===== config.mk =====
export PLATFORM = sky130hd
export DESIGN_NAME = sr_band_oscillator_flat
export DESIGN_NICKNAME = d
export VERILOG_FILES = /design/src/logic/sr_fixed_pkg.sv /design/src/logic/sr_phase_if.sv /design/src/logic/sr_band_oscillator.sv /design/src/flat_wrapper.sv
export SDC_FILE = /design/constraint.sdc
export NUM_CORES = 2
export LEC_CHECK = 0
export BUFFER_PORTS_ARGS = -buffer_cell sky130_fd_sc_hd__buf_2
export CORE_AREA = 2 2 290 292
export DETAILED_ROUTE_END_ITERATION = 10
export DIE_AREA = 0 0 292 294
export PLACE_DENSITY_LB_ADDON = 0.12
export SLEW_MARGIN = 20
export SYNTH_ARGS = -nofsm -noshare
export SYNTH_HDL_FRONTEND = slang
export SYNTH_SLANG_ARGS = --single-unit

===== constraint.sdc =====
create_clock -name clk -period 23.4 [get_ports clk]
set_clock_uncertainty 0.15 [all_clocks]
set_input_delay 2.34 -clock clk [delete_from_list [all_inputs] [get_ports clk]]
set_output_delay 2.34 -clock clk [all_outputs]
set_load 0.01 [all_outputs]

===== src/logic/sr_fixed_pkg.sv =====
// Fixed-point number format
package sr_fixed_pkg;

    // ---------------------------------------------------------------------------
    // Sample format
    // ---------------------------------------------------------------------------

    // Signed sample word, Q3.14 plus sign
    localparam int WIDTH = 18;

    // Fraction bits of every oscillator, target and gain word
    localparam int FRAC = 14;

    // Unity gain / unit amplitude
    localparam logic signed [WIDTH-1:0] ONE = 18'sd16384;

    // ---------------------------------------------------------------------------
    // Products
    // ---------------------------------------------------------------------------

    // Full product of two samples, Q28 before the shift back
    localparam int PROD_WIDTH = 2 * WIDTH;

    // Products are rescaled with an arithmetic shift by FRAC
    // and truncated to WIDTH, so results wrap on overflow
    // rather than saturate

endpackage


===== src/logic/sr_phase_if.sv =====
// Harmonic phase interface
`timescale 1ns/1ps

interface sr_phase_if;

    // Oscillator state of one harmonic, Q14
    logic signed [sr_fixed_pkg::WIDTH-1:0] f_x;
    logic signed [sr_fixed_pkg::WIDTH-1:0] f_y;

    // Phase of the matching brain band, Q14
    logic signed [sr_fixed_pkg::WIDTH-1:0] target_x;
    logic signed [sr_fixed_pkg::WIDTH-1:0] target_y;

    // Oscillator side
    modport osc (output f_x, output f_y);

    // Band target side, driven from the top level
    modport band (output target_x, output target_y);

    // Coherence stage sees both phases
    modport coh (input f_x, input f_y, input target_x, input target_y);

endinterface


===== src/logic/sr_band_oscillator.sv =====
// Driven rotating oscillator
`timescale 1ns/1ps

module sr_band_oscillator #(
    parameter logic signed [sr_fixed_pkg::WIDTH-1:0] DEFAULT_OMEGA_DT = 18'sd196,
    parameter bit                                    ENABLE_DRIFT     = 1'b1
) (
    input  logic                                  clk,
    input  logic                                  arst_n,
    input  logic                                  clk_en,
    input  logic signed [sr_fixed_pkg::WIDTH-1:0] omega_dt_ext,
    input  logic signed [sr_fixed_pkg::WIDTH-1:0] field,
    sr_phase_if.osc                               phase
);

    localparam int W = sr_fixed_pkg::WIDTH;
    localparam int FRAC = sr_fixed_pkg::FRAC;

    // State registers, Q14
    logic signed [W-1:0] x_q;
    logic signed [W-1:0] y_q;

    // Step, products and next state
    logic signed [W-1:0]                        omega;
    logic signed [sr_fixed_pkg::PROD_WIDTH-1:0] prod_wy;
    logic signed [sr_fixed_pkg::PROD_WIDTH-1:0] prod_wx;
    logic signed [W-1:0]                        x_next;
    logic signed [W-1:0]                        y_next;

    // ---------------------------------------------------------------------------
    // Rotation step
    // ---------------------------------------------------------------------------

    // External drift wins only when enabled and nonzero
    assign omega = (ENABLE_DRIFT && (omega_dt_ext != '0)) ? omega_dt_ext : DEFAULT_OMEGA_DT;

    // Semi-implicit update, x first
    assign prod_wy = omega * y_q;
    // Field drive lands on x only
    assign x_next  = x_q - prod_wy[FRAC +: W] + field;

    // y rotates against the already updated x
    assign prod_wx = omega * x_next;
    assign y_next  = y_q + prod_wx[FRAC +: W];

    // ---------------------------------------------------------------------------
    // State
    // ---------------------------------------------------------------------------

    // Start on the unit circle at phase zero
    always_ff @(posedge clk or negedge arst_n) begin
        if (!arst_n) begin
            x_q <= sr_fixed_pkg::ONE;
            y_q <= '0;
        end else if (clk_en) begin
            x_q <= x_next;
            y_q <= y_next;
        end
    end

    assign phase.f_x = x_q;
    assign phase.f_y = y_q;

endmodule


===== src/flat_wrapper.sv =====
// flat-port wrapper written by rule: the top's interface ports become plain ports
module sr_band_oscillator_flat 
#(
    parameter logic signed [sr_fixed_pkg::WIDTH-1:0] DEFAULT_OMEGA_DT = 18'sd196,
    parameter bit                                    ENABLE_DRIFT     = 1'b1
)
  (clk, arst_n, clk_en, omega_dt_ext, field, phase_f_x, phase_f_y);
  sr_phase_if phase_i ();
  input  logic clk;
  input  logic arst_n;
  input  logic clk_en;
  input  logic signed [sr_fixed_pkg::WIDTH-1:0] omega_dt_ext;
  input  logic signed [sr_fixed_pkg::WIDTH-1:0] field;
  output wire logic [$bits(phase_i.f_x)-1:0] phase_f_x;
  output wire logic [$bits(phase_i.f_y)-1:0] phase_f_y;
  assign phase_f_x = phase_i.f_x;
  assign phase_f_y = phase_i.f_y;
  sr_band_oscillator #(.DEFAULT_OMEGA_DT(DEFAULT_OMEGA_DT), .ENABLE_DRIFT(ENABLE_DRIFT)) u_core (.clk(clk), .arst_n(arst_n), .clk_en(clk_en), .omega_dt_ext(omega_dt_ext), .field(field), .phase(phase_i));
endmodule

* After elaboration in Yosys (flattened, before gate mapping)
Index checks and enable logic that the tools add are counted.
** Word-level totals
- Output and inout port bits :: 36
- Register bits after elaboration :: 36
- Bits of input ports :: 39
** Operators by class
- $add $sub $neg :: 3
- Multipliers :: 2
- Mux-type cells :: 1
- Reduce and logical (&&, ||, !) cells :: 1
** Operator list (count)
- $mul 18x18->32 :: 2
- $add 18x18->18 :: 2
- $mux 18 :: 1
- $reduce_bool 18->1 :: 1
- $sub 18x18->18 :: 1

* Logic depth before layout (Yosys ltp)
- Word-level depth :: 7
- Depth in mapped cells :: 78
- Mapped depth without buffers :: 74

* Worst setup path after synthesis
Ideal clock, no wire load.
- Path type :: input to register
- From :: input omega_dt_ext[8] (netlist name)
- To :: register u_core.y_q[17] (netlist: u_core.phase.f_y[17])
- Setup time :: 133 ps
- Stages on the path :: 72
- Required time :: 23117 ps
- Data arrival time :: 18394 ps
- Slack :: 4724 ps
- Path buffers :: 4
- Cells stage by stage :: clkbuf_1 or4_1 nor4_1 or2_2 clkbuf_1 clkbuf_1 nand2_1 fa_1 inv_1 fa_1 ha_1 fa_1 inv_1 fa_1 fa_1 inv_1 ha_1 a2111o_1 [... 36 more ...] a21oi_1 nor2b_1 nor2_1 nor2b_1 nor2_1 xnor2_1 ha_1 or3_1 nor3_1 a211oi_1 o31a_1 or4_1 a31o_2 a21oi_1 xnor2_1 xnor3_1 nand2_1 xnor2_1
** Between the ends
- Word-level cells in the longest chain between the ends :: 7
** RTL lines
- start, declared :: line flat_wrapper.sv:12 : input logic signed [sr_fixed_pkg::WIDTH-1:0] omega_dt_ext;
- $reduce_bool 18->1 :: line sr_band_oscillator.sv:35 : assign omega = (ENABLE_DRIFT && (omega_dt_ext != '0)) ? omega_dt_ext : DEFAULT_OMEGA_DT;
- $mux 18 (*) :: line sr_band_oscillator.sv:35
- $mul 18x18->32 :: line sr_band_oscillator.sv:38 : assign prod_wy = omega * y_q;
- $sub 18x18->18 :: line sr_band_oscillator.sv:40 : assign x_next = x_q - prod_wy[FRAC +: W] + field;
- $add 18x18->18 :: line sr_band_oscillator.sv:40
- $mul 18x18->32 (*) :: line sr_band_oscillator.sv:43 : assign prod_wx = omega * x_next;
- $add 18x18->18 (*) :: line sr_band_oscillator.sv:44 : assign y_next = y_q + prod_wx[FRAC +: W];
- end signal, assigned :: line sr_band_oscillator.sv:57 : y_q <= y_next;
- end, declared :: line sr_band_oscillator.sv:21 : logic signed [W-1:0] y_q;
Every way passes the cells marked *; elsewhere a longest branch is shown, timed or not.
A chain may end at the register's enable or synchronous reset.

* Final worst setup path
- From :: input omega_dt_ext[17] (netlist name)
- To :: register u_core.y_q[17] (netlist: u_core.phase.f_y[17])
The elaborated chain is that of the path after synthesis.

==> results.sh <==
export IMPL_cp_required_ns=23.44
export IMPL_drcViolationCount=0
export IMPL_slew_headroom=0.251
export IMPL_cts_buffers=5
export IMPL_detail_route_antenna_nets=0
export IMPL_holdBufCountCts=0
export IMPL_placed_area_mm2=0.0262
export IMPL_multi_input_area_mm2=0.0206
export IMPL_synth_seq_cells=36
export IMPL_fin_area_mm2=0.0263
export IMPL_total_number_of_vias=17700
export IMPL_gp_congestion=0.831
export IMPL_post_cts_repair_setup_buffers=0
export IMPL_grt_pass1_vias=19400
export IMPL_min_path_type="reg -> reg"
export IMPL_synth_cell_types=55
export IMPL_worst_path_largest_cell_delay_ns=0.69
export IMPL_timing_critical_path_from_type="input pin"
export IMPL_initial_standard_cell_utilization_of_the_core=0.296
export IMPL_crit_path_max_fanout=31
export IMPL_ys_warnings_count=0
export IMPL_initial_antenna_violation_count=2
export IMPL_post_route_util=0.318
export IMPL_critPathCaptureType="flop"
export IMPL_timing_final_crit_period_ns=20.85
export IMPL_period_share=0.891
export IMPL_fin_tns_setup_ns=0
export IMPL_final_net_count=3557
export IMPL_cpMaxStageDelayCell="sky130_fd_sc_hd__or4_1"
export IMPL_clock_slew_at_the_register_clock_pins_of_the_worst_setup_and_hold_paths_ns=0.09
export IMPL_clk_path_buf_depth=2
export IMPL_insertedDiodeCount=0
export IMPL_grt_usage=0.180
export IMPL_cp_arrival_ns=20.89
export IMPL_clk_root_buffer_cell="sky130_fd_sc_hd__clkbuf_16"
export IMPL_cts_tree="done"
export IMPL_seq_area_frac_synth=0.0367
export IMPL_worstMarginPinSlew_ns=1.12
export IMPL_ctsHtreeMaxLevel=2
export IMPL_run_status="complete, no violations"
export IMPL_clock_sinks=36
export IMPL_postRouteWirelength_um=73800
export IMPL_placeableCoreArea_mm2=0.0829
export IMPL_post_drt_via_cell_ratio=4.66
export IMPL_bufs_and_invs_on_worst_path=7
export IMPL_design_die_area_mm2=0.0858
export IMPL_pin_count_of_the_biggest_net_entering_global_routing=42
export IMPL_finalSetupViolCount=0
export IMPL_detail_route_wl_per_cell_um=19.5
export IMPL_layout_cells_most_common_list="681 x sky130_fd_sc_hd__inv_1, 608 x sky130_fd_sc_hd__fa_1, 361 x sky130_fd_sc_hd__nand2_1"
export IMPL_io_pin_count=75
export IMPL_yosys_area_top_type="sky130_fd_sc_hd__fa_1"
export IMPL_synthCells=2704
export IMPL_critPathMostFrequentCell="sky130_fd_sc_hd__fa_1"
export IMPL_placement_rows=106
export IMPL_final_hold_viol_count=0
export IMPL_die_width_um=292
export IMPL_post_synth_top_area_fraction=0.495
export IMPL_synth_net_count=3552
export IMPL_fmax_mhz=48.0
export IMPL_areaGrowthSynthToFinish_pct=7.17
export IMPL_number_of_maximum_capacitance_constraint_violations=0
export IMPL_whs_ns=0.369
export IMPL_gr_total_overflow=0
export IMPL_critical_path_top_delay_family="adder cells"
export IMPL_most_common_cell_after_layout_fill_and_taps_aside="sky130_fd_sc_hd__inv_1"
export IMPL_synthArstFlopShare=1.00
export IMPL_clk_insertion_delay_late_ns=0.32
export IMPL_synth_flop_cell="sky130_fd_sc_hd__dfrtp_1"
export IMPL_drtPass1Iterations=6
export IMPL_critPathKind="in -> reg"
export IMPL_area_contributors_post_synth="sky130_fd_sc_hd__fa_1 50%, sky130_fd_sc_hd__inv_1 10%, sky130_fd_sc_hd__ha_1 10%"
export IMPL_avgSynthCellArea_um2=9.09
export IMPL_rsz0062_at_grt="false"
export IMPL_io_buffer_count=74
export IMPL_detailed_place_hpwl_um=60100
export IMPL_post_cts_resized_instances=0
export IMPL_synth_enable_flop_cells=0
export IMPL_initialDrtViolationCount=962
export IMPL_drive_above_1_share=0.0668
export IMPL_nFillCells=8846
export IMPL_grt_pass1_wl_um=116000
export IMPL_drv_slew=0
export IMPL_netlist_area_mm2=0.0246
export IMPL_storage_element_area_um2=902
export IMPL_chipHeight_um=294
==> sequential cells by signal, indices dropped and copies added, names as in the netlist <==
signal,flops
u_core.phase.f_x,18
u_core.phase.f_y,18
==> cell families after synthesis <==
kind of cell,after synthesis,share of synthesized area
xor+xnor,92,0.0342
compound gates,139,0.0375
mux,31,0.0142
simple gates,791,0.156
buf+inv,806,0.123
fa+ha+maj,809,0.598
flops,36,0.0367
==> synthesized netlist by cell type, types with 3 or more instances <==
cell / number
sky130_fd_sc_hd__clkbuf_1: 120
sky130_fd_sc_hd__o21bai_1: 8
sky130_fd_sc_hd__nor4_1: 7
sky130_fd_sc_hd__nand2_1: 361
sky130_fd_sc_hd__mux2_2: 31
sky130_fd_sc_hd__dfrtp_1: 35
sky130_fd_sc_hd__xnor2_1: 75
sky130_fd_sc_hd__nor3_1: 22
sky130_fd_sc_hd__o21a_1: 15
sky130_fd_sc_hd__ha_1: 201
sky130_fd_sc_hd__or2_2: 15
sky130_fd_sc_hd__fa_1: 608
sky130_fd_sc_hd__nand2b_1: 12
sky130_fd_sc_hd__nor2b_1: 9
sky130_fd_sc_hd__or3_1: 6
sky130_fd_sc_hd__xor2_1: 14
sky130_fd_sc_hd__o21ai_0: 25
sky130_fd_sc_hd__nor2_1: 69
sky130_fd_sc_hd__and3_1: 13
sky130_fd_sc_hd__and2_1: 262
sky130_fd_sc_hd__a211oi_1: 11
sky130_fd_sc_hd__a21oi_1: 38
sky130_fd_sc_hd__nand3_1: 8
sky130_fd_sc_hd__inv_1: 681
sky130_fd_sc_hd__o31a_1: 3
sky130_fd_sc_hd__a21o_1: 16
==> worst paths after layout <==
kind	cells past startpoint	to	start	slack, ns
setup reg to reg	65	u_core.phase.f_y[17]	u_core.phase.f_y[2]	5.49
hold reg to reg	1	u_core.phase.f_y[4]	u_core.phase.f_y[4]	0.37
hold / removal	1	u_core.phase.f_y[4]	u_core.phase.f_y[4]	0.37
min in group asynchronous	2	u_core.phase.f_x[12]	arst_n	1.98
max in group asynchronous	2	u_core.phase.f_x[2]	arst_n	20.65
setup / recovery	71	u_core.phase.f_y[17]	omega_dt_ext[17]	2.55
==> stage by stage <==
stage,worst slack (ns),std cells
4_1_cts,2.55,3790
3_5_place_dp,2.24,3782
3_3_place_gp,2.56,3782
6_report,2.55,3790
2_1_floorplan,4.72,2704
5_1_grt,1.36,3790
==> worst reg2reg max path, delay by kind of cell (launching register included) <==
family / cells / cell delay [ns]
fa+ha+maj: 17 / 7.05
compound gates: 19 / 5.31
simple gates: 18 / 2.97
flops: 1 / 1.09
xor+xnor: 6 / 0.99
buf+inv: 5 / 0.24
==> metal layers <==
layer | share of wire | wire [µm] | global-route usage | vias up
met5 | 0.00012 | 9 | 0 | -
met4 | 0.025 | 1810 | 0.0430 | 2
met3 | 0.052 | 3870 | 0.0261 | 58
met2 | 0.48 | 35500 | 0.302 | 393
met1 | 0.44 | 32500 | 0.244 | 9359
li1 | - | - | - | 7859
==> area by class of cell <==
cell class              instances  share of cell area
multi-input cells            1862               0.784
clock inverters                 3            0.000713
well taps                    1080              0.0513
clock buffers                   5             0.00475
repair buffers                122              0.0278
flip-flops and latches         36              0.0343
inverters                     682              0.0972
Power is not shown: default switching activity piles up to over one toggle a cycle in this logic, so the estimate is an artifact.
