File: config.mk
export PLATFORM = sky130hd
export DESIGN_NAME = sr_coherence_gain_flat
export DESIGN_NICKNAME = d
export VERILOG_FILES = /design/src/logic/sr_fixed_pkg.sv /design/src/logic/sr_band_pkg.sv /design/src/logic/sr_phase_if.sv /design/src/logic/sr_coherence_gain.sv /design/src/flat_wrapper.sv
export SDC_FILE = /design/constraint.sdc
export NUM_CORES = 2
export LEC_CHECK = 0
export BUFFER_PORTS_ARGS = -buffer_cell sky130_fd_sc_hd__buf_4
export CAP_MARGIN = 20
export CORE_AREA = 2 2 385 387
export DETAILED_ROUTE_END_ITERATION = 16
export DIE_AREA = 0 0 387 389
export SYNTH_ARGS = -nofsm -noshare
export SYNTH_HDL_FRONTEND = slang
export SYNTH_SLANG_ARGS = --single-unit
File: constraint.sdc
create_clock -name clk -period 0.96 [get_ports clk]
set_input_delay 0.192 -clock clk [delete_from_list [all_inputs] [get_ports clk]]
set_output_delay 0.192 -clock clk [all_outputs]
set_load 0.1 [all_outputs]
File: src/logic/sr_fixed_pkg.sv
// Fixed-point number format
package sr_fixed_pkg;

    // ---------------------------------------------------------------------------
    // Sample format
    // ---------------------------------------------------------------------------

    // Signed sample word, Q3.14 plus sign
    localparam int WIDTH = 18;

    // Fraction bits of every oscillator, target and gain word
    localparam int FRAC = 14;

    // Unity gain / unit amplitude
    localparam logic signed [WIDTH-1:0] ONE = 18'sd16384;

    // ---------------------------------------------------------------------------
    // Products
    // ---------------------------------------------------------------------------

    // Full product of two samples, Q28 before the shift back
    localparam int PROD_WIDTH = 2 * WIDTH;

    // Products are rescaled with an arithmetic shift by FRAC
    // and truncated to WIDTH, so results wrap on overflow
    // rather than saturate

endpackage

File: src/logic/sr_band_pkg.sv
// Harmonic band constants
package sr_band_pkg;

    // ---------------------------------------------------------------------------
    // Harmonic set
    // ---------------------------------------------------------------------------

    // Schumann modes modelled by the bank
    localparam int NUM_HARMONICS = 5;

    // Rotation step per enabled clock, Q14 radians
    // Modes at roughly 7.6, 13.75, 20, 25 and 32 Hz with a 4 kHz update
    localparam logic signed [sr_fixed_pkg::WIDTH-1:0]
        DEFAULT_OMEGA_DT [NUM_HARMONICS] = '{
            18'sd196, 18'sd354, 18'sd514, 18'sd643, 18'sd823
        };

    // ---------------------------------------------------------------------------
    // Gate and coherence thresholds, all Q14
    // ---------------------------------------------------------------------------

    // Beta band counts as quiet below 0.9375
    localparam logic signed [sr_fixed_pkg::WIDTH-1:0] BETA_QUIET_THRESHOLD = 18'sd15360;

    // High phase locking above 0.75
    localparam logic signed [sr_fixed_pkg::WIDTH-1:0] COHERENCE_THRESHOLD = 18'sd12288;

    // Gain ramp floor, 0.5
    localparam logic signed [sr_fixed_pkg::WIDTH-1:0] COH_LOW = 18'sd8192;

    // Gain ramp ceiling, 1.0
    localparam logic signed [sr_fixed_pkg::WIDTH-1:0] COH_HIGH = 18'sd16384;

endpackage

File: src/logic/sr_phase_if.sv
// Harmonic phase interface
`timescale 1ns/1ps

interface sr_phase_if;

    // Oscillator state of one harmonic, Q14
    logic signed [sr_fixed_pkg::WIDTH-1:0] f_x;
    logic signed [sr_fixed_pkg::WIDTH-1:0] f_y;

    // Phase of the matching brain band, Q14
    logic signed [sr_fixed_pkg::WIDTH-1:0] target_x;
    logic signed [sr_fixed_pkg::WIDTH-1:0] target_y;

    // Oscillator side
    modport osc (output f_x, output f_y);

    // Band target side, driven from the top level
    modport band (output target_x, output target_y);

    // Coherence stage sees both phases
    modport coh (input f_x, input f_y, input target_x, input target_y);

endinterface

File: src/logic/sr_coherence_gain.sv
// Harmonic coherence and gain
`timescale 1ns/1ps

module sr_coherence_gain (
    input  logic                                  clk,
    input  logic                                  arst_n,
    sr_phase_if.coh                               phase,
    input  logic                                  beta_quiet,
    input  logic signed [sr_fixed_pkg::WIDTH-1:0] beta_factor,
    output logic signed [sr_fixed_pkg::WIDTH-1:0] coherence,
    output logic signed [sr_fixed_pkg::WIDTH-1:0] gain,
    output logic                                  high_coherence,
    output logic                                  sie
);

    localparam int W = sr_fixed_pkg::WIDTH;
    localparam int FRAC = sr_fixed_pkg::FRAC;
    localparam int PW = sr_fixed_pkg::PROD_WIDTH;

    // Dot product needs one carry bit above a single product
    localparam int DW = PW + 1;

    logic signed [PW-1:0]      prod_x;
    logic signed [PW-1:0]      prod_y;
    logic signed [DW-1:0]      dot;
    logic signed [DW-FRAC-1:0] dot_q;
    logic signed [W-1:0]       coh_next;
    logic                      mask_next;
    logic signed [W-1:0]       ramp;
    logic signed [PW-1:0]      gain_prod;

    // ---------------------------------------------------------------------------
    // Phase alignment
    // ---------------------------------------------------------------------------

    // Cosine of the phase difference when both sit near unit amplitude
    assign prod_x = phase.target_x * phase.f_x;
    assign prod_y = phase.target_y * phase.f_y;
    assign dot    = DW'(prod_x) + DW'(prod_y);
    assign dot_q  = dot[DW-1:FRAC];

    // Magnitude first, then truncate to the sample word
    assign coh_next  = dot_q[DW-FRAC-1] ? W'(-dot_q) : dot_q[W-1:0];
    assign mask_next = coh_next > sr_band_pkg::COHERENCE_THRESHOLD;

    // ---------------------------------------------------------------------------
    // Gain
    // ---------------------------------------------------------------------------

    // Linear ramp from COH_LOW to COH_HIGH, slope two
    always_comb begin
        if (coh_next < sr_band_pkg::COH_LOW) begin
            ramp = '0;
        end else if (coh_next >= sr_band_pkg::COH_HIGH) begin
            ramp = sr_fixed_pkg::ONE;
        end else begin
            ramp = (coh_next - sr_band_pkg::COH_LOW) <<< 1;
        end
    end

    // Q14 times Q14, back to Q14
    assign gain_prod = ramp * beta_factor;

    // Results registered on every clock, not only on clk_en
    always_ff @(posedge clk or negedge arst_n) begin
        if (!arst_n) begin
            coherence      <= '0;
            gain           <= '0;
            high_coherence <= 1'b0;
            sie            <= 1'b0;
        end else begin
            coherence      <= coh_next;
            gain           <= gain_prod[FRAC +: W];
            high_coherence <= mask_next;
            // Locked and beta quiet
            sie            <= mask_next && beta_quiet;
        end
    end

endmodule

File: src/flat_wrapper.sv
// flat-port wrapper written by rule: the top's interface ports become plain ports
module sr_coherence_gain_flat 
  (clk, arst_n, beta_quiet, beta_factor, coherence, gain, high_coherence, sie, phase_f_x, phase_f_y, phase_target_x, phase_target_y);
  sr_phase_if phase_i ();
  input  logic clk;
  input  logic arst_n;
  input  logic beta_quiet;
  input  logic signed [sr_fixed_pkg::WIDTH-1:0] beta_factor;
  output logic signed [sr_fixed_pkg::WIDTH-1:0] coherence;
  output logic signed [sr_fixed_pkg::WIDTH-1:0] gain;
  output logic high_coherence;
  output logic sie;
  input wire logic [$bits(phase_i.f_x)-1:0] phase_f_x;
  input wire logic [$bits(phase_i.f_y)-1:0] phase_f_y;
  input wire logic [$bits(phase_i.target_x)-1:0] phase_target_x;
  input wire logic [$bits(phase_i.target_y)-1:0] phase_target_y;
  assign phase_i.f_x = phase_f_x;
  assign phase_i.f_y = phase_f_y;
  assign phase_i.target_x = phase_target_x;
  assign phase_i.target_y = phase_target_y;
  sr_coherence_gain u_core (.clk(clk), .arst_n(arst_n), .phase(phase_i), .beta_quiet(beta_quiet), .beta_factor(beta_factor), .coherence(coherence), .gain(gain), .high_coherence(high_coherence), .sie(sie));
endmodule
# Word level (Yosys, flattened, before mapping)
# Cells that the tools add are included.
totals:
  regBits: 38
  in_bits: 93
  output_inout_bits: 38
op_classes:
  addsub: 3
  n_mul: 3
  n_lt_le_gt_ge: 3
  mux: 3
  reduce_logical: 1
op_table:
  columns: ["cell", "n"]
  rows:
  - ["multiplier 18 x 18 -> 36 bit", 2]
  - ["two-way mux 18 bit", 3]
  - ["adder 36 x 36 -> 37 bit", 1]
  - ["multiplier 18 x 18 -> 32 bit", 1]
  - ["greater-or-equal comparator 18 x 16 -> 1 bit (second input constant)", 1]
  - ["> comparator 18 x 15 -> 1 bit (second input constant)", 1]
  - ["< comparator 18 x 15 -> 1 bit (second input constant)", 1]
  - ["negator 18 bit", 1]
  - ["subtractor 17 x 15 -> 17 bit (second input constant)", 1]
  - ["logical AND 1 bit", 1]

# Depth between registers and ports, before layout
depth:
  word_depth: 8
  depth_mapped: 58
  mapped_depth_nobuf: 55

# Worst setup path before layout
# No wires, ideal clock.
synth_path:
  kind: "input to register"
  startpoint: "input port phase_target_y[17]"
  endpoint: "register u_core.gain[11] (netlist bit)"
  t_arrival_ns: 14.024
  required_time_ns: 0.880
  slack_ns: -13.144
  cell_stages: 55
  path_buffers: 4
  cell_sequence: "clkbuf_1 -> nand2_1 -> inv_1 -> fa_1 -> fa_1 -> inv_1 -> fa_1 -> inv_1 -> fa_1 -> fa_1 -> fa_1 -> fa_1 -> inv_1 -> fa_1 -> inv_1 -> ha_1 -> clkbuf_1 -> and2_1 -> [... 19 more ...] -> inv_1 -> fa_1 -> inv_1 -> fa_1 -> inv_1 -> ha_1 -> a21o_1 -> a21o_1 -> a21oi_1 -> nor2b_1 -> o21ai_0 -> nor2b_1 -> a32oi_2 -> o311ai_1 -> o21a_1 -> inv_1 -> a221oi_1 -> xnor2_1"
synth_via:
  elab_chain_cells: 8
synth_rtl:
  columns: ["element", "line", "rtl"]
  rows:
  - ["from (decl)", "flat_wrapper.sv:16", "input wire logic [$bits(phase_i.target_y)-1:0] phase_target_y;"]
  - ["multiplier 18 x 18 -> 36 bit *", "sr_coherence_gain.sv:38", "assign prod_y = phase.target_y * phase.f_y;"]
  - ["adder 36 x 36 -> 37 bit *", "sr_coherence_gain.sv:39", "assign dot = DW'(prod_x) + DW'(prod_y);"]
  - ["negator 18 bit", "sr_coherence_gain.sv:43", "assign coh_next = dot_q[DW-FRAC-1] ? W'(-dot_q) : dot_q[W-1:0];"]
  - ["two-way mux 18 bit *", "sr_coherence_gain.sv:43", null]
  - ["subtractor 17 x 15 -> 17 bit / greater-or-equal comparator 18 x 16 -> 1 bit (equally long branches)", "sr_coherence_gain.sv:57, sr_coherence_gain.sv:54", null]
  - ["two-way mux 18 bit", "sr_coherence_gain.sv:54", "end else if (coh_next >= sr_band_pkg::COH_HIGH) begin"]
  - ["two-way mux 18 bit *", "sr_coherence_gain.sv:52", "if (coh_next < sr_band_pkg::COH_LOW) begin"]
  - ["multiplier 18 x 18 -> 32 bit *", "sr_coherence_gain.sv:62", "assign gain_prod = ramp * beta_factor;"]
  - ["via u_core.gain_prod[25]", "sr_coherence_gain.sv:30", "logic signed [PW-1:0] gain_prod;"]
  - ["to (signal assigned)", "sr_coherence_gain.sv:73", "gain <= gain_prod[FRAC +: W];"]
  - ["to (decl)", "sr_coherence_gain.sv:11", "output logic signed [sr_fixed_pkg::WIDTH-1:0] gain,"]
# Mark *: on every way through the listed nets, which the timed path passes. The rest lies on a longest branch.

# Final worst setup path
layout_path:
  startpoint: "input port phase_target_x[3]"
  endpoint: "register u_core.gain[11] (netlist bit)"
layout_via:
  elab_chain_cells: 8
layout_rtl:
  columns: ["element", "line", "rtl"]
  rows:
  - ["from (decl)", "flat_wrapper.sv:15", "input wire logic [$bits(phase_i.target_x)-1:0] phase_target_x;"]
  - ["multiplier 18 x 18 -> 36 bit *", "sr_coherence_gain.sv:37", "assign prod_x = phase.target_x * phase.f_x;"]
  - ["adder 36 x 36 -> 37 bit *", "sr_coherence_gain.sv:39", null]
  - ["negator 18 bit", "sr_coherence_gain.sv:43", null]
  - ["two-way mux 18 bit *", "sr_coherence_gain.sv:43", null]
  - ["subtractor 17 x 15 -> 17 bit / greater-or-equal comparator 18 x 16 -> 1 bit (equally long branches)", "sr_coherence_gain.sv:57, sr_coherence_gain.sv:54", null]
  - ["two-way mux 18 bit", "sr_coherence_gain.sv:54", null]
  - ["two-way mux 18 bit *", "sr_coherence_gain.sv:52", null]
  - ["multiplier 18 x 18 -> 32 bit *", "sr_coherence_gain.sv:62", null]
  - ["via u_core.gain_prod[25]", "sr_coherence_gain.sv:30", null]
# Marks and branches as above.

==> metrics.md <==
| Metric | Value |
|---|---|
| Worst-path clk slew | 0.07 ns |
| Hold Crit Class | in2reg |
| GRT Util Overall | 0.141 |
| Syn-to-layout area delta | 29.3% |
| Commonest non-fill, non-tap cell in the layout | inv_1 |
| IO buf count | 130 |
| Antenna-violating nets left | 0 |
| Dpl ws | -12.97 ns |
| Startpoint types | input port |
| Hold depth | 2 |
| Status | finished with violations |
| Gpl congestion | 0.962 |
| Endpoint type of the worst setup path | flop |
| Initial DRC count | 1457 |
| Fmax achieved | 0.0763 GHz |
| Count of final setup violators | 76 |
| Setup_tns | -349.31 ns |
| Worst path most repeated cell | fa_1 |
| Clock Path Buffers | 2 |
| Layout cells sized above 1 | 0.258 |
| Layout Utilization | 0.321 |
| Vias per cell | 4.26 |
| Period utilisation layout | 13.6 |
| Worst setup margin | -12.14 ns |
| Initial antenna violation count | 4 |
| Final hold violations | 0 |
| CTS Buf Count | 5 |
| Max Cap Viol | 0 |
| DP HPWL | 93400 µm |
| Layout fillers | around 15000 |
| Setup Crit Path Kind | in2reg |
| Yosys reg bits | 38 |
| Design Area, Final | 47000 µm² |
| Req. time, crit path | 1.18 ns |
| Minimum clock period | 13.10 ns |
| Htree depth | 2 |
| Placed standard-cell area | 43700 µm² |
| Vias in the first global route | between 30000 and 40000 |
| Clock root buffer | clkbuf_16 |
| Largest net degree at the start of global routing | 39 |
| DRC errors left | 0 |
| Synth async-reset ratio | 1.00 |
| Number of synthesized flops with an enable pin | 0 |
| Hold_sp | beta_quiet |
| Worst slew pin tran | 0.672 ns |
| Mapped Avg Cell Area | 9.29 µm² |
| Die Wd | 387 µm |
| Layout Nets | 5856 |
| Failing checks | negative setup slack |
| Synth Warn # | 0 |
| Critical path's top delay family | adder cells |
| Post-Synthesis Cells | 3916 |
| WHS Endpoint | u_core.sie |
| # rows | 141 |
| IO Pins | 131 |
| Overflow after GRT | 0 |
| Slowest CP cell | fa_1 |
| Multi-input gate area | 32800 µm² |
| Critical Path AT | 13.33 ns |
| Netlist cell types | 73 |
| Core area | 147000 µm² |
| Unrepaired setup endpoints after global routing | yes |
| First-pass GRT wire length | 170000 µm |
| Overall die height | between 300 and 400 µm |
| Vias | 27600 |
| Sequential fraction of the synthesis area | 0.0261 |
| Die footprint | roughly 150000 µm² |
| Synth Cell Area | about 36000 µm² |
| Rel. slew slack | 0.549 |
| TritonCTS clock tree | done |
| Buffers plus inverters on the worst setup path | 15 |
| DRT Pass-1 Iters | 6 |
| WL final | 105000 µm |
| CTS Sinks | 38 |
| Worst Path Max Fanout | 7 |
| Max-slew violations | 0 |
| Initial Util | 0.248 |
| Top_reg_cell synth | dfrtp_1 |
| Routed WL per cell | 16.2 µm |
| Delay of the slowest critical-path stage | 0.58 ns |
| Commonest non-fill, non-tap cells in the layout | inv_1 (1039), fa_1 (939), buf_4 (545) |
| Seq. cell area | 997 µm² |
[cell families after synthesis]
| group | after synthesis | synth area share |
|---|---|---|
| fa+ha+maj | 1235 | 0.633 |
| xor+xnor | 76 | 0.0187 |
| simple gates | 1125 | 0.156 |
| flops | 38 | 0.0261 |
| compound gates | 206 | 0.0386 |
| buf+inv | 1231 | 0.127 |
| mux | 3 | 0.000894 |
| other cells | 2 | 0.000206 |
[routing by layer]
metal	vias to the layer above	routed length (µm)	track usage
met3	147	3120	0.00621
met2	587	53100	0.255
met4	0	2570	0.0314
met1	14400	45900	0.187
met5	-	0	0
li1	12400	-	-
[layout make-up]
class	count	area share
Inverter	1096	0.0878
Timing Repair Buffer	714	0.137
Clock inverter	3	0.00146
Tap cell	1930	0.0513
Clock buffer	5	0.00266
Sequential cell	38	0.0212
Antenna cell	2	0.000106
Multi-Input combinational cell	2673	0.698
[sequential cells by signal, summed over array words and instances, names as in the netlist]
signal and count:
u_core.coherence 18, u_core.high_coherence 1, u_core.gain 18, u_core.sie 1
[synthesized netlist by cell type, types with 19 or more instances]
library cell / count / share of area
fa_1: 1007 / 0.55
nand2_1: 476 / 0.049
and2_1: 452 / 0.078
inv_1: 1094 / 0.11
xor2_1: 19 / 0.0046
a21oi_1: 52 / 0.0072
ha_1: 228 / 0.078
nor2_1: 64 / 0.0066
dfrtp_1: 38 / 0.026
o21ai_0: 38 / 0.0052
nand2b_1: 27 / 0.0046
clkbuf_1: 133 / 0.014
xnor2_1: 56 / 0.013
[worst max-delay path by stage]
stage | startpoint | to | cells past startpoint
3_3_place_gp | phase_f_x[3] | u_core.gain[17] | 50
2_1_floorplan | phase_f_y[16] | u_core.gain[11] | 50
4_1_cts | phase_target_y[10] | u_core.gain[17] | 53
6_report | phase_target_x[3] | u_core.gain[11] | 52
3_5_place_dp | phase_f_x[3] | u_core.gain[11] | 49
5_1_grt | phase_target_x[3] | u_core.gain[11] | 55
[metrics by stage]
step,instances,hold slack (ns)
4_1_cts,6413,0.0919
3_5_place_dp,6357,0.169
3_3_place_gp,6357,0.165
2_1_floorplan,3941,-0.104
5_1_grt,6461,0.111
6_report,6461,0.112
[repair_timing]
action | CTS | global route
endpoints found under the setup margin | 76 | 76
setup buffers | 46 | 54
pin swaps | 137 | 147
hold endpoints to repair | 38 | 0
hold buffers | 1 | 0
gates cloned | 3 | 2
gates resized for setup | 319 | 264
Power is left out: the tool's default activity adds up to more than one toggle a clock period on the data nets, which glitch-free logic cannot reach.
