[config.mk]
export PLATFORM = sky130hd
export DESIGN_NAME = sr_beta_gate
export DESIGN_NICKNAME = d
export VERILOG_FILES = /design/src/logic/sr_fixed_pkg.sv /design/src/logic/sr_band_pkg.sv /design/src/logic/sr_beta_gate.sv
export SDC_FILE = /design/constraint.sdc
export NUM_CORES = 1
export LEC_CHECK = 0
export ABC_AREA = 0
export ABC_CLOCK_PERIOD_IN_PS = 11120
export BUFFER_PORTS_ARGS = -buffer_cell sky130_fd_sc_hd__clkbuf_2
export CAP_MARGIN = 20
export CORE_AREA = 2 2 45 89
export DETAILED_ROUTE_END_ITERATION = 10
export DIE_AREA = 0 0 47 91
export PLACE_DENSITY = 0.71
export SLEW_MARGIN = 0
export SYNTH_ARGS = -nofsm -noshare
export SYNTH_HDL_FRONTEND = slang
export SYNTH_SLANG_ARGS = --single-unit
[constraint.sdc]
create_clock -name vclk -period 11.12
set_input_delay 2.224 -clock vclk [all_inputs]
set_output_delay 2.224 -clock vclk [all_outputs]
set_load 0.02 [all_outputs]
[src/logic/sr_fixed_pkg.sv]
// Fixed-point number format
package sr_fixed_pkg;

    // ---------------------------------------------------------------------------
    // Sample format
    // ---------------------------------------------------------------------------

    // Signed sample word, Q3.14 plus sign
    localparam int WIDTH = 18;

    // Fraction bits of every oscillator, target and gain word
    localparam int FRAC = 14;

    // Unity gain / unit amplitude
    localparam logic signed [WIDTH-1:0] ONE = 18'sd16384;

    // ---------------------------------------------------------------------------
    // Products
    // ---------------------------------------------------------------------------

    // Full product of two samples, Q28 before the shift back
    localparam int PROD_WIDTH = 2 * WIDTH;

    // Products are rescaled with an arithmetic shift by FRAC
    // and truncated to WIDTH, so results wrap on overflow
    // rather than saturate

endpackage

[src/logic/sr_band_pkg.sv]
// Harmonic band constants
package sr_band_pkg;

    // ---------------------------------------------------------------------------
    // Harmonic set
    // ---------------------------------------------------------------------------

    // Schumann modes modelled by the bank
    localparam int NUM_HARMONICS = 5;

    // Rotation step per enabled clock, Q14 radians
    // Modes at roughly 7.6, 13.75, 20, 25 and 32 Hz with a 4 kHz update
    localparam logic signed [sr_fixed_pkg::WIDTH-1:0]
        DEFAULT_OMEGA_DT [NUM_HARMONICS] = '{
            18'sd196, 18'sd354, 18'sd514, 18'sd643, 18'sd823
        };

    // ---------------------------------------------------------------------------
    // Gate and coherence thresholds, all Q14
    // ---------------------------------------------------------------------------

    // Beta band counts as quiet below 0.9375
    localparam logic signed [sr_fixed_pkg::WIDTH-1:0] BETA_QUIET_THRESHOLD = 18'sd15360;

    // High phase locking above 0.75
    localparam logic signed [sr_fixed_pkg::WIDTH-1:0] COHERENCE_THRESHOLD = 18'sd12288;

    // Gain ramp floor, 0.5
    localparam logic signed [sr_fixed_pkg::WIDTH-1:0] COH_LOW = 18'sd8192;

    // Gain ramp ceiling, 1.0
    localparam logic signed [sr_fixed_pkg::WIDTH-1:0] COH_HIGH = 18'sd16384;

endpackage

[src/logic/sr_beta_gate.sv]
// Beta quiet gate
`timescale 1ns/1ps

module sr_beta_gate (
    input  logic signed [sr_fixed_pkg::WIDTH-1:0] beta_amplitude,
    output logic                                  beta_quiet,
    output logic signed [sr_fixed_pkg::WIDTH-1:0] beta_factor
);

    localparam int W = sr_fixed_pkg::WIDTH;

    // One spare bit so a negative amplitude cannot wrap the margin
    localparam int DW = W + 1;

    // Margin below threshold and its scaled form
    logic signed [DW-1:0] diff;
    logic signed [DW:0]   factor_sum;

    // ---------------------------------------------------------------------------
    // Quiet decision
    // ---------------------------------------------------------------------------

    // Strictly below threshold
    assign beta_quiet = beta_amplitude < sr_band_pkg::BETA_QUIET_THRESHOLD;

    // ---------------------------------------------------------------------------
    // Continuous factor
    // ---------------------------------------------------------------------------

    always_comb begin
        diff = '0;
        if (beta_quiet) begin
            diff = DW'(sr_band_pkg::BETA_QUIET_THRESHOLD) - DW'(beta_amplitude);
        end
        // ONE / threshold is close to 1 + 1/16
        factor_sum = (DW + 1)'(diff) + (DW + 1)'(diff >>> 4);
        // Clamp at unity
        if (factor_sum > (DW + 1)'(sr_fixed_pkg::ONE)) begin
            beta_factor = sr_fixed_pkg::ONE;
        end else begin
            beta_factor = factor_sum[W-1:0];
        end
    end

endmodule

# After elaboration in Yosys (flattened, before gate mapping)
# Index checks and enable logic that the tools add are counted.
# op_classes
add_sub_neg	2
magnitude_cmp	2
muxes	2
# ops
cell	count
19-bit by 15-bit adder with 20-bit output	1
20-bit by 16-bit > comparator with 1-bit output (second input constant)	1
19-bit two-way mux	1
15-bit by 18-bit subtractor with 19-bit output (first input constant)	1
18-bit by 15-bit less-than comparator with 1-bit output (second input constant)	1
18-bit two-way mux	1
# totals
ff_bits	0
input_bits	18

# Logic depth before layout (Yosys ltp)
# Gate-level depths: netlist (run 1).
# logic_depth
depth_word	5
depth_mapped	22

# Worst setup path before layout (run 1)
# No wires, ideal clock.
# synth_timing
kind	input to output
start	input beta_amplitude[13] (netlist bit)
end	output beta_factor[4] (netlist bit)
arrival_time_ps	6795
required_ps	8896
setup_slack_ps	2101
stages	21
n_path_buf	4
path_cell_list	clkbuf_1 > nand4_1 > a21oi_1 > and2_1 > buf_2 > buf_1 > nor2_1 > ha_1 > fa_1 > nand3_1 > a21boi_0 > a311o_1 > a41oi_1 > mux2i_1 > nor4_1 > and4_1 > nand2_1 > a31oi_1 > a31oi_2 > buf_6 > nor3_1
# synth_via
elab_chain_cells	5
# synth_lines
element	line_no	rtl
start: declaration	sr_beta_gate.sv:5	input logic signed [sr_fixed_pkg::WIDTH-1:0] beta_amplitude,
15-bit by 18-bit subtractor with 19-bit output / 18-bit by 15-bit less-than comparator with 1-bit output (equally long branches)	sr_beta_gate.sv:33, sr_beta_gate.sv:24	
19-bit two-way mux *	sr_beta_gate.sv:32	if (beta_quiet) begin
19-bit by 15-bit adder with 20-bit output *	sr_beta_gate.sv:36	factor_sum = (DW + 1)'(diff) + (DW + 1)'(diff >>> 4);
20-bit by 16-bit > comparator with 1-bit output	sr_beta_gate.sv:38	if (factor_sum > (DW + 1)'(sr_fixed_pkg::ONE)) begin
18-bit two-way mux *	sr_beta_gate.sv:38	
end: declaration	sr_beta_gate.sv:7	output logic signed [sr_fixed_pkg::WIDTH-1:0] beta_factor
# Mark *: on every way between the ends. The rest lies on a longest branch, timed or not.

# Worst setup path in the final report (run 1)
# layout_timing
start	input beta_amplitude[13] (netlist bit)
end	output beta_factor[0] (netlist bit)
# The elaborated chain is that of the path after synthesis.

==> tab_implementation.tex, run 1 <==
\begin{tabular}{lr}
\hline
Metric & Value \\
\hline
\multicolumn{2}{l}{\textbf{Routing}} \\
Wirelength per Cell & 16.4 um \\
Total via count in the routed design & 2161 \\
Router iterations before antenna repair & 4 \\
Routed WL & between 5000 and 6000 um \\
Violation count after the first detailed-routing iteration & 38 \\
Via count normalized by instance count & roughly 6.3 \\
Remaining antenna violation count after routing & 0 \\
Count of unresolved DRC violations after routing & 0 \\
\multicolumn{2}{l}{\textbf{Placed design}} \\
Setup WS pre-CTS & $\sim$1400 ps \\
Final weighted congestion in routability-driven placement & 0.933 \\
Final HPWL DP & around 4700 um \\
Placed instance area & 0.00196 sq mm \\
Port Buf Inserts & 37 \\
Number of placed cells counting well taps & between 300 and 400 \\
\multicolumn{2}{l}{\textbf{Power}} \\
Switching power share of the total & 0.628 \\
Cell Pwr Density & 66.0 mW/mm\^{}2 \\
Seq pwr share & 0 \\
Share of total power in the clock network & 0 \\
Combinational fraction of design power & 1.000 \\
Sw power & 0.0811 mW \\
Total power consumption of the routed design & 0.129 mW \\
Leakage dissipation & 0.915 nW \\
P\_int & 0.0481 mW \\
Worst supply voltage drop on vdd & 0.0000353 V \\
\multicolumn{2}{l}{\textbf{Setup path}} \\
Critical Path RT & 8900 ps \\
Data arrival time at the worst-slack endpoint & 7550 ps \\
Crit Path Class & input pin to output pin \\
Maximum fanout count along the critical path & 19 \\
Kind of end point of the critical path & output pin \\
Sort of element at the start of the critical path & input pin \\
\multicolumn{2}{l}{\textbf{Global routing}} \\
Maximum number of pins on one net before global-route repair & 20 \\
Wire length of the first global-routing pass & 9250 um \\
Overall Global Routing Usage & 0.281 \\
Antenna violations before repair & 0 \\
GR Overflow Total & 0 \\
Via count of the first global-routing pass & 2150 \\
\multicolumn{2}{l}{\textbf{Synthesis}} \\
Post-Syn Nets & 302 \\
Count of yosys warnings during synthesis & 0 \\
Yosys top cell area share & 0.122 \\
Cell accounting for the most synthesized area & sky130\_fd\_sc\_hd\_\_ha\_1 \\
Synthesized area per cell & 6.56 sq um \\
Sequential fraction of the synthesis area & 0 \\
Synth Instances & between 200 and 300 \\
Top cells by area, synth & sky130\_fd\_sc\_hd\_\_ha\_1 (12\%), sky130\_fd\_sc\_hd\_\_nor2\_1 (9.9\%), sky130\_fd\_sc\_hd\_\_xnor2\_1 (7.5\%) \\
Most instantiated library cell after synthesis & sky130\_fd\_sc\_hd\_\_nor2\_1 \\
Number of library cell types mapped by synthesis & 58 \\
Post-synth top cells & sky130\_fd\_sc\_hd\_\_nor2\_1 (46), sky130\_fd\_sc\_hd\_\_a21oi\_1 (18), sky130\_fd\_sc\_hd\_\_ha\_1 (17) \\
Combined area of all synthesized cells & 0.00175 sq mm \\
\multicolumn{2}{l}{\textbf{Worst hold path}} \\
Hold crit path type & input pin to output pin \\
\multicolumn{2}{l}{\textbf{Timing}} \\
Time the worst path needs with I/O delays and setup & 9770 ps \\
TNS Setup & 0 ps \\
Pin slew with the least headroom to its limit & 687 ps \\
Hold Slack & 5000 ps \\
Worst relative slew slack & 0.540 \\
Number of hold violations in the final report & 0 \\
Final clock period utilization by the worst path & 0.879 \\
Maximum achievable frequency & 102 MHz \\
RSZ-0062 raised after global routing & false \\
PnR worst setup slack & between 1000 and 1500 ps \\
Max-slew violation total from the final report & 0 \\
Final Setup Violations & 0 \\
\multicolumn{2}{l}{\textbf{Final layout}} \\
Fraction of final layout cells sized beyond drive strength 1 & 0.159 \\
Number of clock-tree buffers in the layout & 0 \\
Final core utilization & 0.549 \\
Filler cell count & around 400 \\
Combined flip-flop and latch cell area & 0 sq um \\
Count of non-filler cells in the finished layout & roughly 350 \\
Fin area & 0.00196 sq mm \\
Area Growth Syn to Fin & 12.3\% \\
Num sequential & 0 \\
Diodes inserted & 0 \\
Net count reported at finish & 334 \\
\multicolumn{2}{l}{\textbf{Die}} \\
Ports placed on the boundary & 37 \\
Initial Utilization & 0.489 \\
Die Width & 47 um \\
Height of the die & 91 um \\
Area of the die & 0.00428 sq mm \\
Placeable core area & approximately 0.0036 sq mm \\
Row Count & 31 \\
\multicolumn{2}{l}{\textbf{Clock network}} \\
Post-cts repair resize count & 0 \\
Post-CTS setup buffer count & 0 \\
Cts-stage hold buffer count & 0 \\
\multicolumn{2}{l}{\textbf{Run status}} \\
Status & complete, no violations \\
\multicolumn{2}{l}{\textbf{Flow run}} \\
Max cap viols & 0 \\
\hline
\end{tabular}
[power by group through the flow]
stage / combinational, mW / sequential (mW) / clock, mW
2_1_floorplan: 0.0939 / 0 / 0
3_3_place_gp: 0.127 / 0 / 0
3_5_place_dp: 0.128 / 0 / 0
4_1_cts: 0.128 / 0 / 0
5_1_grt: 0.143 / 0 / 0
6_report: 0.129 / 0 / 0
[area by class of cell]
cell class / instances / area, sq um / area share
Timing Repair Buffer: 38 / 193 / 0.0983
Tap cell: 49 / 61.3 / 0.0313
Inverter: 15 / 56.3 / 0.0287
Multi-Input combinational cell: 243 / 1650 / 0.842
[logic make-up (layout without fill, tap and decap cells)]
group	after synthesis	in the layout	synth area share
AOI/OAI and AO/OA	82	82	0.325
xor gates and xnor gates	25	25	0.125
adders and majority gates	18	18	0.133
buffers and inverters	23	53	0.0552
muxes	4	4	0.0229
and+or+nand+nor	114	114	0.338
[final timing paths]
path                      startpoint               to  slack, ps  cells after the start
hold / removal    beta_amplitude[17]  beta_factor[17]       5000                      4
setup / recovery  beta_amplitude[13]   beta_factor[0]       1350                     19
[critical path, stage by stage]
cell and delay (ps):
sky130_fd_sc_hd__clkbuf_2 190, sky130_fd_sc_hd__nand4_1 200, sky130_fd_sc_hd__a21oi_1 470, sky130_fd_sc_hd__and2_1 600, sky130_fd_sc_hd__inv_1 250, sky130_fd_sc_hd__and2_1 260, sky130_fd_sc_hd__fa_1 440, sky130_fd_sc_hd__nand3_1 120
sky130_fd_sc_hd__a21boi_0 130, sky130_fd_sc_hd__a311o_1 370, sky130_fd_sc_hd__a41oi_1 420, sky130_fd_sc_hd__xnor2_1 210, sky130_fd_sc_hd__and4b_1 230, sky130_fd_sc_hd__and4_1 220, sky130_fd_sc_hd__a21oi_1 160, sky130_fd_sc_hd__o21ai_1 100
sky130_fd_sc_hd__a31oi_2 550, sky130_fd_sc_hd__and2b_1 250, sky130_fd_sc_hd__clkbuf_2 150
[routing by layer]
layer | part of all wire | up-vias | wire [um] | track usage
met5 | 0 | - | 0 | 0
li1 | - | 1054 | - | -
met4 | 0.077 | 0 | 432 | 0.183
met3 | 0.030 | 38 | 169 | 0.00596
met2 | 0.56 | 93 | 3150 | 0.534
met1 | 0.34 | 976 | 1900 | 0.253
[cells in the final DEF (no fill, tap or decap), drive strengths merged, types with 2 or more instances in the layout]
cell	n
a211oi	3
a21o	6
a21oi	19
a311o	2
a311oi	3
a31o	2
a31oi	7
a41oi	2
and2	3
and2b	3
and3	4
and4	3
clkbuf	37
ha	17
inv	15
mux2i	4
nand2	12
nand2b	3
nand3	5
nand4	4
nor2	46
nor2b	4
nor3	13
nor4	3
o21ai	16
o21bai	4
o31a	2
o31ai	3
or3	7
xnor2	15
xor2	10
No activity file was read; power rests on OpenSTA's default activity.
==> run 2, diff against run 1 <==
Settings changed: ABC_AREA 0 to 1, CORE_AREA 2 2 45 89 to 2 2 46 90, DIE_AREA 0 0 47 91 to 0 0 48 92, PLACE_DENSITY 0.71 to 0.7.
==> tab_implementation.tex, run 2 <==
\begin{tabular}{lr}
\hline
Metric & Value \\
\hline
\multicolumn{2}{l}{\textbf{Synthesis}} \\
Post-synthesis adder-cell area fraction & 0.130 (was 0.133) \\
Fraction of synthesized area in multiplexers & 0 (was 0.0229) \\
Dominant combinational cell family by area after synthesis & simple AND/OR/NAND/NOR gates (unchanged) \\
Simple-gate area share of the yosys netlist & 0.543 (was 0.338) \\
Most instantiated library cell after synthesis & sky130\_fd\_sc\_hd\_\_nand2\_1 (was sky130\_fd\_sc\_hd\_\_nor2\_1) \\
Post-Syn Nets & 362 (was 302) \\
Number of library cell types mapped by synthesis & 31 (was 58) \\
Synth Area in Compound Gates & 0.141 (was 0.325) \\
Top cells by area, synth & sky130\_fd\_sc\_hd\_\_nand2\_1 (16\%), sky130\_fd\_sc\_hd\_\_ha\_1 (12\%), sky130\_fd\_sc\_hd\_\_inv\_1 (10\%) (was sky130\_fd\_sc\_hd\_\_ha\_1 (12\%), sky130\_fd\_sc\_hd\_\_nor2\_1 (9.9\%), sky130\_fd\_sc\_hd\_\_xnor2\_1 (7.5\%)) \\
Post-synth top cells & sky130\_fd\_sc\_hd\_\_nand2\_1 (78), sky130\_fd\_sc\_hd\_\_inv\_1 (48), sky130\_fd\_sc\_hd\_\_nor2\_1 (37) (was sky130\_fd\_sc\_hd\_\_nor2\_1 (46), sky130\_fd\_sc\_hd\_\_a21oi\_1 (18), sky130\_fd\_sc\_hd\_\_ha\_1 (17)) \\
Count of yosys warnings during synthesis & 0 (unchanged) \\
Combined area of all synthesized cells & 0.00179 sq mm (was 0.00175 sq mm) \\
Yosys top cell area share & 0.163 (was 0.122) \\
Cell accounting for the most synthesized area & sky130\_fd\_sc\_hd\_\_nand2\_1 (was sky130\_fd\_sc\_hd\_\_ha\_1) \\
Fraction of synthesized cell area in xor and xnor cells & 0.0586 (was 0.125) \\
Sequential fraction of the synthesis area & 0 (unchanged) \\
Synthesized area per cell & 5.50 sq um (was 6.56 sq um) \\
Synth Instances & 326 (was 266) \\
\multicolumn{2}{l}{\textbf{Run status}} \\
Status & complete, no violations (unchanged) \\
\multicolumn{2}{l}{\textbf{Final layout}} \\
Area Growth Syn to Fin & 12.0\% (was 12.3\%) \\
Combined flip-flop and latch cell area & 0 sq um (unchanged) \\
Number of clock-tree buffers in the layout & 0 (unchanged) \\
Diodes inserted & 0 (unchanged) \\
Filler cell count & 407 (was 395) \\
Fraction of final layout cells sized beyond drive strength 1 & 0.221 (was 0.159) \\
Most common library cell in the layout ignoring fill and taps & sky130\_fd\_sc\_hd\_\_nand2\_1 (was sky130\_fd\_sc\_hd\_\_nor2\_1) \\
Net count reported at finish & 396 (was 334) \\
Top library cells by usage in the layout, fill and taps aside & sky130\_fd\_sc\_hd\_\_nand2\_1 (78), sky130\_fd\_sc\_hd\_\_inv\_1 (48), sky130\_fd\_sc\_hd\_\_nor2\_1 (37), sky130\_fd\_sc\_hd\_\_clkbuf\_2 (37), sky130\_fd\_sc\_hd\_\_nand3\_1 (27) (was sky130\_fd\_sc\_hd\_\_nor2\_1 (46), sky130\_fd\_sc\_hd\_\_clkbuf\_2 (37), sky130\_fd\_sc\_hd\_\_a21oi\_1 (18)) \\
Final core utilization & 0.528 (was 0.549) \\
Combined area of the multi-input logic cells & 0.00156 sq mm (was 0.00165 sq mm) \\
Num sequential & 0 (unchanged) \\
\multicolumn{2}{l}{\textbf{Timing}} \\
Maximum achievable frequency & 119 MHz (was 102 MHz) \\
Time the worst path needs with I/O delays and setup & 8390 ps (was 9770 ps) \\
RSZ-0062 raised after global routing & false (unchanged) \\
Number of hold violations in the final report & 0 (unchanged) \\
Final clock period utilization by the worst path & 0.755 (was 0.879) \\
TNS Setup & 0 ps (unchanged) \\
Max-slew violation total from the final report & 0 (unchanged) \\
Hold Slack & 5050 ps (was 5000 ps) \\
Final Setup Violations & 0 (unchanged) \\
Pin slew with the least headroom to its limit & 801 ps (was 687 ps) \\
Worst relative slew slack & 0.466 (was 0.540) \\
\multicolumn{2}{l}{\textbf{Setup path}} \\
Kind of end point of the critical path & output pin (unchanged) \\
Peak per-stage delay on the critical path & 340 ps (was 600 ps) \\
Critical path's slowest cell & sky130\_fd\_sc\_hd\_\_ha\_1 (was sky130\_fd\_sc\_hd\_\_and2\_1) \\
Crit Path Class & input pin to output pin (unchanged) \\
Sort of element at the start of the critical path & input pin (unchanged) \\
Cell repeated most along the worst path & sky130\_fd\_sc\_hd\_\_nand2\_1 \\
Family with the most delay on the worst path & simple AND/OR/NAND/NOR gates (was compound AO/OA/AOI/OAI gates) \\
Maximum fanout count along the critical path & 18 (was 19) \\
Data arrival time at the worst-slack endpoint & 6170 ps (was 7550 ps) \\
Critical Path RT & 8900 ps (about the same) \\
Crit path buffers/inverters & 4 (was 3) \\
\multicolumn{2}{l}{\textbf{Clock network}} \\
Post-cts repair resize count & 0 (unchanged) \\
Post-CTS setup buffer count & 0 (unchanged) \\
Cts-stage hold buffer count & 0 (unchanged) \\
\multicolumn{2}{l}{\textbf{Routing}} \\
Router iterations before antenna repair & 4 (unchanged) \\
Via count normalized by instance count & 5.15 (was 6.26) \\
Remaining antenna violation count after routing & 0 (unchanged) \\
Routed WL & 4740 um (was 5650 um) \\
Count of unresolved DRC violations after routing & 0 (unchanged) \\
Violation count after the first detailed-routing iteration & 34 (was 38) \\
Total via count in the routed design & 2108 (was 2161) \\
Wirelength per Cell & 11.6 um (was 16.4 um) \\
\multicolumn{2}{l}{\textbf{Power}} \\
P\_int & 0.0383 mW (was 0.0481 mW) \\
Cell Pwr Density & 57.2 mW/mm\^{}2 (was 66.0 mW/mm\^{}2) \\
Sw power & 0.0765 mW (was 0.0811 mW) \\
Worst supply voltage drop on vdd & 0.0000425 V (was 0.0000353 V) \\
Seq pwr share & 0 (about the same) \\
Share of total power in the clock network & 0 (about the same) \\
Leakage dissipation & 1.16 nW (was 0.915 nW) \\
Switching power share of the total & 0.666 (was 0.628) \\
Combinational fraction of design power & 1.000 (about the same) \\
\multicolumn{2}{l}{\textbf{Global routing}} \\
Met1 Track Usage GR & 0.209 (was 0.253) \\
Wire length of the first global-routing pass & 8140 um (was 9250 um) \\
Via count of the first global-routing pass & 2056 (was 2150) \\
Antenna violations before repair & 0 (unchanged) \\
Maximum number of pins on one net before global-route repair & 19 (was 20) \\
Most utilized layer in the global route result & met2 (unchanged) \\
Routing usage on met2 & 0.502 (was 0.534) \\
GR Overflow Total & 0 (unchanged) \\
Met3 GRT Util & 0.00394 (was 0.00596) \\
Overall Global Routing Usage & 0.234 (was 0.281) \\
\multicolumn{2}{l}{\textbf{Die}} \\
Height of the die & 92 um (was 91 um) \\
Ports placed on the boundary & 37 (unchanged) \\
Row Count & 32 (was 31) \\
Placeable core area & 0.00380 sq mm (was 0.00357 sq mm) \\
Area of the die & 0.00442 sq mm (was 0.00428 sq mm) \\
Initial Utilization & 0.471 (was 0.489) \\
Die Width & 48 um (was 47 um) \\
\multicolumn{2}{l}{\textbf{Placed design}} \\
Port Buf Inserts & 37 (unchanged) \\
Final weighted congestion in routability-driven placement & 0.867 (was 0.933) \\
Final HPWL DP & 4180 um (was 4720 um) \\
\multicolumn{2}{l}{\textbf{Worst hold path}} \\
Hold crit path type & input pin to output pin (unchanged) \\
\multicolumn{2}{l}{\textbf{Flow run}} \\
Max cap viols & 0 (unchanged) \\
\hline
\end{tabular}
-- run 2: cell types whose count changed in the layout (fill, tap and decap cells not counted), moves of 5 or more --
cell                      before  now
sky130_fd_sc_hd__a21oi_2       1    8
sky130_fd_sc_hd__nand4_1       4    9
sky130_fd_sc_hd__nand2_1      12   78
sky130_fd_sc_hd__nand2_2       0   11
sky130_fd_sc_hd__nand3_2       0    9
sky130_fd_sc_hd__inv_1        15   48
sky130_fd_sc_hd__nand3_1       5   27
sky130_fd_sc_hd__nor2_1       46   37
sky130_fd_sc_hd__o21ai_0      14    5
sky130_fd_sc_hd__xnor2_1      15    3
sky130_fd_sc_hd__a21oi_1      18   23
-- run 2: cells by family after synthesis --
group | Yosys count
xor gates and xnor gates | 12
buffers and inverters | 57
and+or+nand+nor | 197
adders and majority gates | 18
AOI/OAI and AO/OA | 42
-- run 2: area by class of cell --
class / instances / area share
Inverter: 52 / 0.0972
Timing Repair Buffer: 37 / 0.0922
Tap cell: 51 / 0.0318
Multi-Input combinational cell: 269 / 0.779
-- run 2: path summary, 6_finish.rpt --
check / from / end / slack [ps] / cells past startpoint
worst max-delay path: beta_amplitude[0] / beta_factor[3] / 2730 / 28
worst min-delay path: beta_amplitude[17] / beta_quiet / 5050 / 4
-- run 2: stage by stage --
stage | worst slack [ps] | cell area, sq um | instances | power [mW]
2_1_floorplan | 3010 | 1790 | 326 | 0.0881
3_3_place_gp | 2800 | 2010 | 409 | 0.114
3_5_place_dp | 2740 | 2010 | 409 | 0.115
4_1_cts | 2720 | 2010 | 409 | 0.115
5_1_grt | 2290 | 2010 | 409 | 0.130
6_report | 2730 | 2010 | 409 | 0.115
-- run 2: tightest hold or removal path, delay by kind of cell --
kind | cells | cell delay, ps
buf+inv | 3 | 420
simple gates | 1 | 190
-- run 2: layer usage --
metal	up-vias	routed length, um	part of all wire
met1	939	1740	0.37
met5	-	0	0
met4	0	106	0.022
met3	12	43	0.0091
met2	23	2850	0.60
li1	1134	-	-
-- run 2: power groups by stage --
| stage | registers, mW | clock network (mW) | logic, mW |
|---|---|---|---|
| floorplan | 0 | 0 | 0.0881 |
| global placement | 0 | 0 | 0.114 |
| detailed placement | 0 | 0 | 0.115 |
| CTS | 0 | 0 | 0.115 |
| global route | 0 | 0 | 0.130 |
| finish | 0 | 0 | 0.115 |
==> run 3, diff against run 2 <==
Settings changed: ABC_CLOCK_PERIOD_IN_PS 11120 to 7300, PLACE_DENSITY 0.7 to 0.73.
Clock period 11.12 ns to 7.3 ns, I/O delays scaled along.
==> tab_implementation.tex, run 3 (same netlist as run 2, synthesis figures left out) <==
\begin{tabular}{lr}
\hline
Metric & Value \\
\hline
\multicolumn{2}{l}{\textbf{Final layout}} \\
Top library cells by usage in the layout, fill and taps aside & sky130\_fd\_sc\_hd\_\_nand2\_1 (78), sky130\_fd\_sc\_hd\_\_inv\_1 (47), sky130\_fd\_sc\_hd\_\_nor2\_1 (37), sky130\_fd\_sc\_hd\_\_clkbuf\_2 (37), sky130\_fd\_sc\_hd\_\_nand3\_1 (27) (was sky130\_fd\_sc\_hd\_\_nand2\_1 (78), sky130\_fd\_sc\_hd\_\_inv\_1 (48), sky130\_fd\_sc\_hd\_\_nor2\_1 (37), sky130\_fd\_sc\_hd\_\_clkbuf\_2 (37), sky130\_fd\_sc\_hd\_\_nand3\_1 (27)) \\
Final core utilization & 0.529 (was 0.528) \\
Most common library cell in the layout ignoring fill and taps & sky130\_fd\_sc\_hd\_\_nand2\_1 (unchanged) \\
Net count reported at finish & 396 (unchanged) \\
Num sequential & 0 (unchanged) \\
Fraction of final layout cells sized beyond drive strength 1 & 0.223 (was 0.221) \\
Area Growth Syn to Fin & 12.2\% (was 12.0\%) \\
Count of non-filler cells in the finished layout & 409 (unchanged) \\
Combined area of the multi-input logic cells & 0.00156 sq mm (unchanged) \\
Diodes inserted & 0 (unchanged) \\
Filler cell count & 430 (was 407) \\
Combined flip-flop and latch cell area & 0 sq um (unchanged) \\
Number of clock-tree buffers in the layout & 0 (unchanged) \\
\multicolumn{2}{l}{\textbf{Setup path}} \\
Kind of end point of the critical path & output pin (unchanged) \\
Maximum fanout count along the critical path & 18 (unchanged) \\
Cell repeated most along the worst path & sky130\_fd\_sc\_hd\_\_nand2\_1 (unchanged) \\
Data arrival time at the worst-slack endpoint & 5340 ps (was 6170 ps) \\
Critical path's slowest cell & sky130\_fd\_sc\_hd\_\_ha\_1 (unchanged) \\
Crit Path Class & input pin to output pin (unchanged) \\
Peak per-stage delay on the critical path & 330 ps (was 340 ps) \\
Critical Path RT & 5840 ps (was 8900 ps) \\
Sort of element at the start of the critical path & input pin (unchanged) \\
\multicolumn{2}{l}{\textbf{Global routing}} \\
Maximum number of pins on one net before global-route repair & 19 (unchanged) \\
Via count of the first global-routing pass & 2029 (was 2056) \\
Wire length of the first global-routing pass & 7900 um (was 8140 um) \\
GR Overflow Total & 0 (unchanged) \\
Overall Global Routing Usage & 0.230 (was 0.234) \\
Antenna violations before repair & 0 (unchanged) \\
\multicolumn{2}{l}{\textbf{Placed design}} \\
Port Buf Inserts & 37 (unchanged) \\
Number of placed cells counting well taps & 409 (unchanged) \\
Final HPWL DP & 4230 um (was 4180 um) \\
Final weighted congestion in routability-driven placement & 0.877 (was 0.867) \\
Setup WS pre-CTS & 390 ps (was 2740 ps) \\
\multicolumn{2}{l}{\textbf{Die}} \\
Row Count & 32 (unchanged) \\
Ports placed on the boundary & 37 (unchanged) \\
Initial Utilization & 0.471 (unchanged) \\
Area of the die & 0.00442 sq mm (unchanged) \\
Height of the die & 92 um (unchanged) \\
Placeable core area & 0.00380 sq mm (unchanged) \\
Die Width & 48 um (unchanged) \\
\multicolumn{2}{l}{\textbf{Clock network}} \\
Cts-stage hold buffer count & 0 (unchanged) \\
Post-CTS setup buffer count & 0 (unchanged) \\
\multicolumn{2}{l}{\textbf{Routing}} \\
Router iterations before antenna repair & 4 (unchanged) \\
Total via count in the routed design & 2107 (was 2108) \\
Routed WL & 4760 um (was 4740 um) \\
Wirelength per Cell & 11.6 um (about the same) \\
Count of unresolved DRC violations after routing & 0 (unchanged) \\
Remaining antenna violation count after routing & 0 (unchanged) \\
Via count normalized by instance count & 5.15 (about the same) \\
Violation count after the first detailed-routing iteration & 37 (was 34) \\
\multicolumn{2}{l}{\textbf{Timing}} \\
Final Setup Violations & 0 (unchanged) \\
PnR worst setup slack & 505 ps (was 2730 ps) \\
Max-slew violation total from the final report & 0 (unchanged) \\
Final clock period utilization by the worst path & 0.931 \\
Time the worst path needs with I/O delays and setup & 6800 ps \\
TNS Setup & 0 ps (unchanged) \\
Pin slew with the least headroom to its limit & 779 ps (was 801 ps) \\
Hold Slack & 3570 ps (was 5050 ps) \\
RSZ-0062 raised after global routing & false (unchanged) \\
Worst relative slew slack & 0.480 (was 0.466) \\
Maximum achievable frequency & 147 MHz \\
Number of hold violations in the final report & 0 (unchanged) \\
\multicolumn{2}{l}{\textbf{Flow run}} \\
Max cap viols & 0 (unchanged) \\
\multicolumn{2}{l}{\textbf{Power}} \\
Worst supply voltage drop on vdd & 0.0000491 V (was 0.0000425 V) \\
Leakage dissipation & 1.16 nW (about the same) \\
Cell Pwr Density & 87.4 mW/mm\^{}2 (was 57.2 mW/mm\^{}2) \\
\multicolumn{2}{l}{\textbf{Worst hold path}} \\
Worst Hold Launch & beta\_amplitude[17] (unchanged) \\
Number of cells on the worst hold path & 4 (unchanged) \\
Hold crit path type & input pin to output pin (unchanged) \\
Capture endpoint of the worst hold path & beta\_quiet (unchanged) \\
\multicolumn{2}{l}{\textbf{Run status}} \\
Status & complete, no violations (unchanged) \\
\hline
\end{tabular}
-- run 3: cell count changes in the layout (fill, tap and decap cells not counted), sizes merged --
cell	before	now
clkinvlp	0	1
inv	52	51
-- run 3: timing repair --
| item | in CTS | in global routing |
|---|---|---|
| hold endpoints to repair | 0 | 0 |
| endpoints found under the setup margin | 0 | 8 |
| resized for setup | 0 | 1 |
-- run 3: how the worst max path moves through the flow --
stage	startpoint	endpoint	slack, ps
finish	beta_amplitude[0]	beta_factor[10]	500
global route	beta_amplitude[0]	beta_factor[10]	80
CTS	beta_amplitude[0]	beta_factor[10]	370
detailed placement	beta_amplitude[0]	beta_factor[10]	390
global placement	beta_amplitude[0]	beta_factor[10]	480
floorplan	beta_amplitude[0]	beta_factor[10]	720
-- run 3: final cells by class --
| class | instances | area share |
|---|---|---|
| Multi-Input combinational cell | 269 | 0.777 |
| Inverter | 52 | 0.0989 |
| Timing Repair Buffer | 37 | 0.0920 |
| Tap cell | 51 | 0.0317 |
-- run 3: worst max-delay path, delay by kind of cell --
family / cells / cell delay, ps
AO/OA/AOI/OAI: 4 / 730
buffers and inverters: 4 / 630
AND/OR/NAND/NOR: 18 / 1950
adder cells (fa/ha/maj): 2 / 570
-- run 3: through the flow --
stage / instance area (sq um) / power, mW
global placement: 2010 / 0.174
global route: 2010 / 0.197
detailed placement: 2010 / 0.176
finish: 2010 / 0.176
CTS: 2010 / 0.176
floorplan: 1790 / 0.134
-- run 3: routing by layer --
| metal | routed length (um) | up-vias | track usage |
|---|---|---|---|
| met5 | 0 | - | 0 |
| met4 | 126 | 0 | 0.0473 |
| met3 | 88 | 10 | 0.00787 |
| met2 | 2890 | 41 | 0.493 |
| met1 | 1650 | 923 | 0.196 |
| li1 | - | 1133 | - |
-- run 3: where the power goes --
group          internal (mW)  switching [mW]  total, mW
Combinational         0.0586           0.117      0.176
Sequential                 0               0          0
Clock                      0               0          0
Total                 0.0586           0.117      0.176
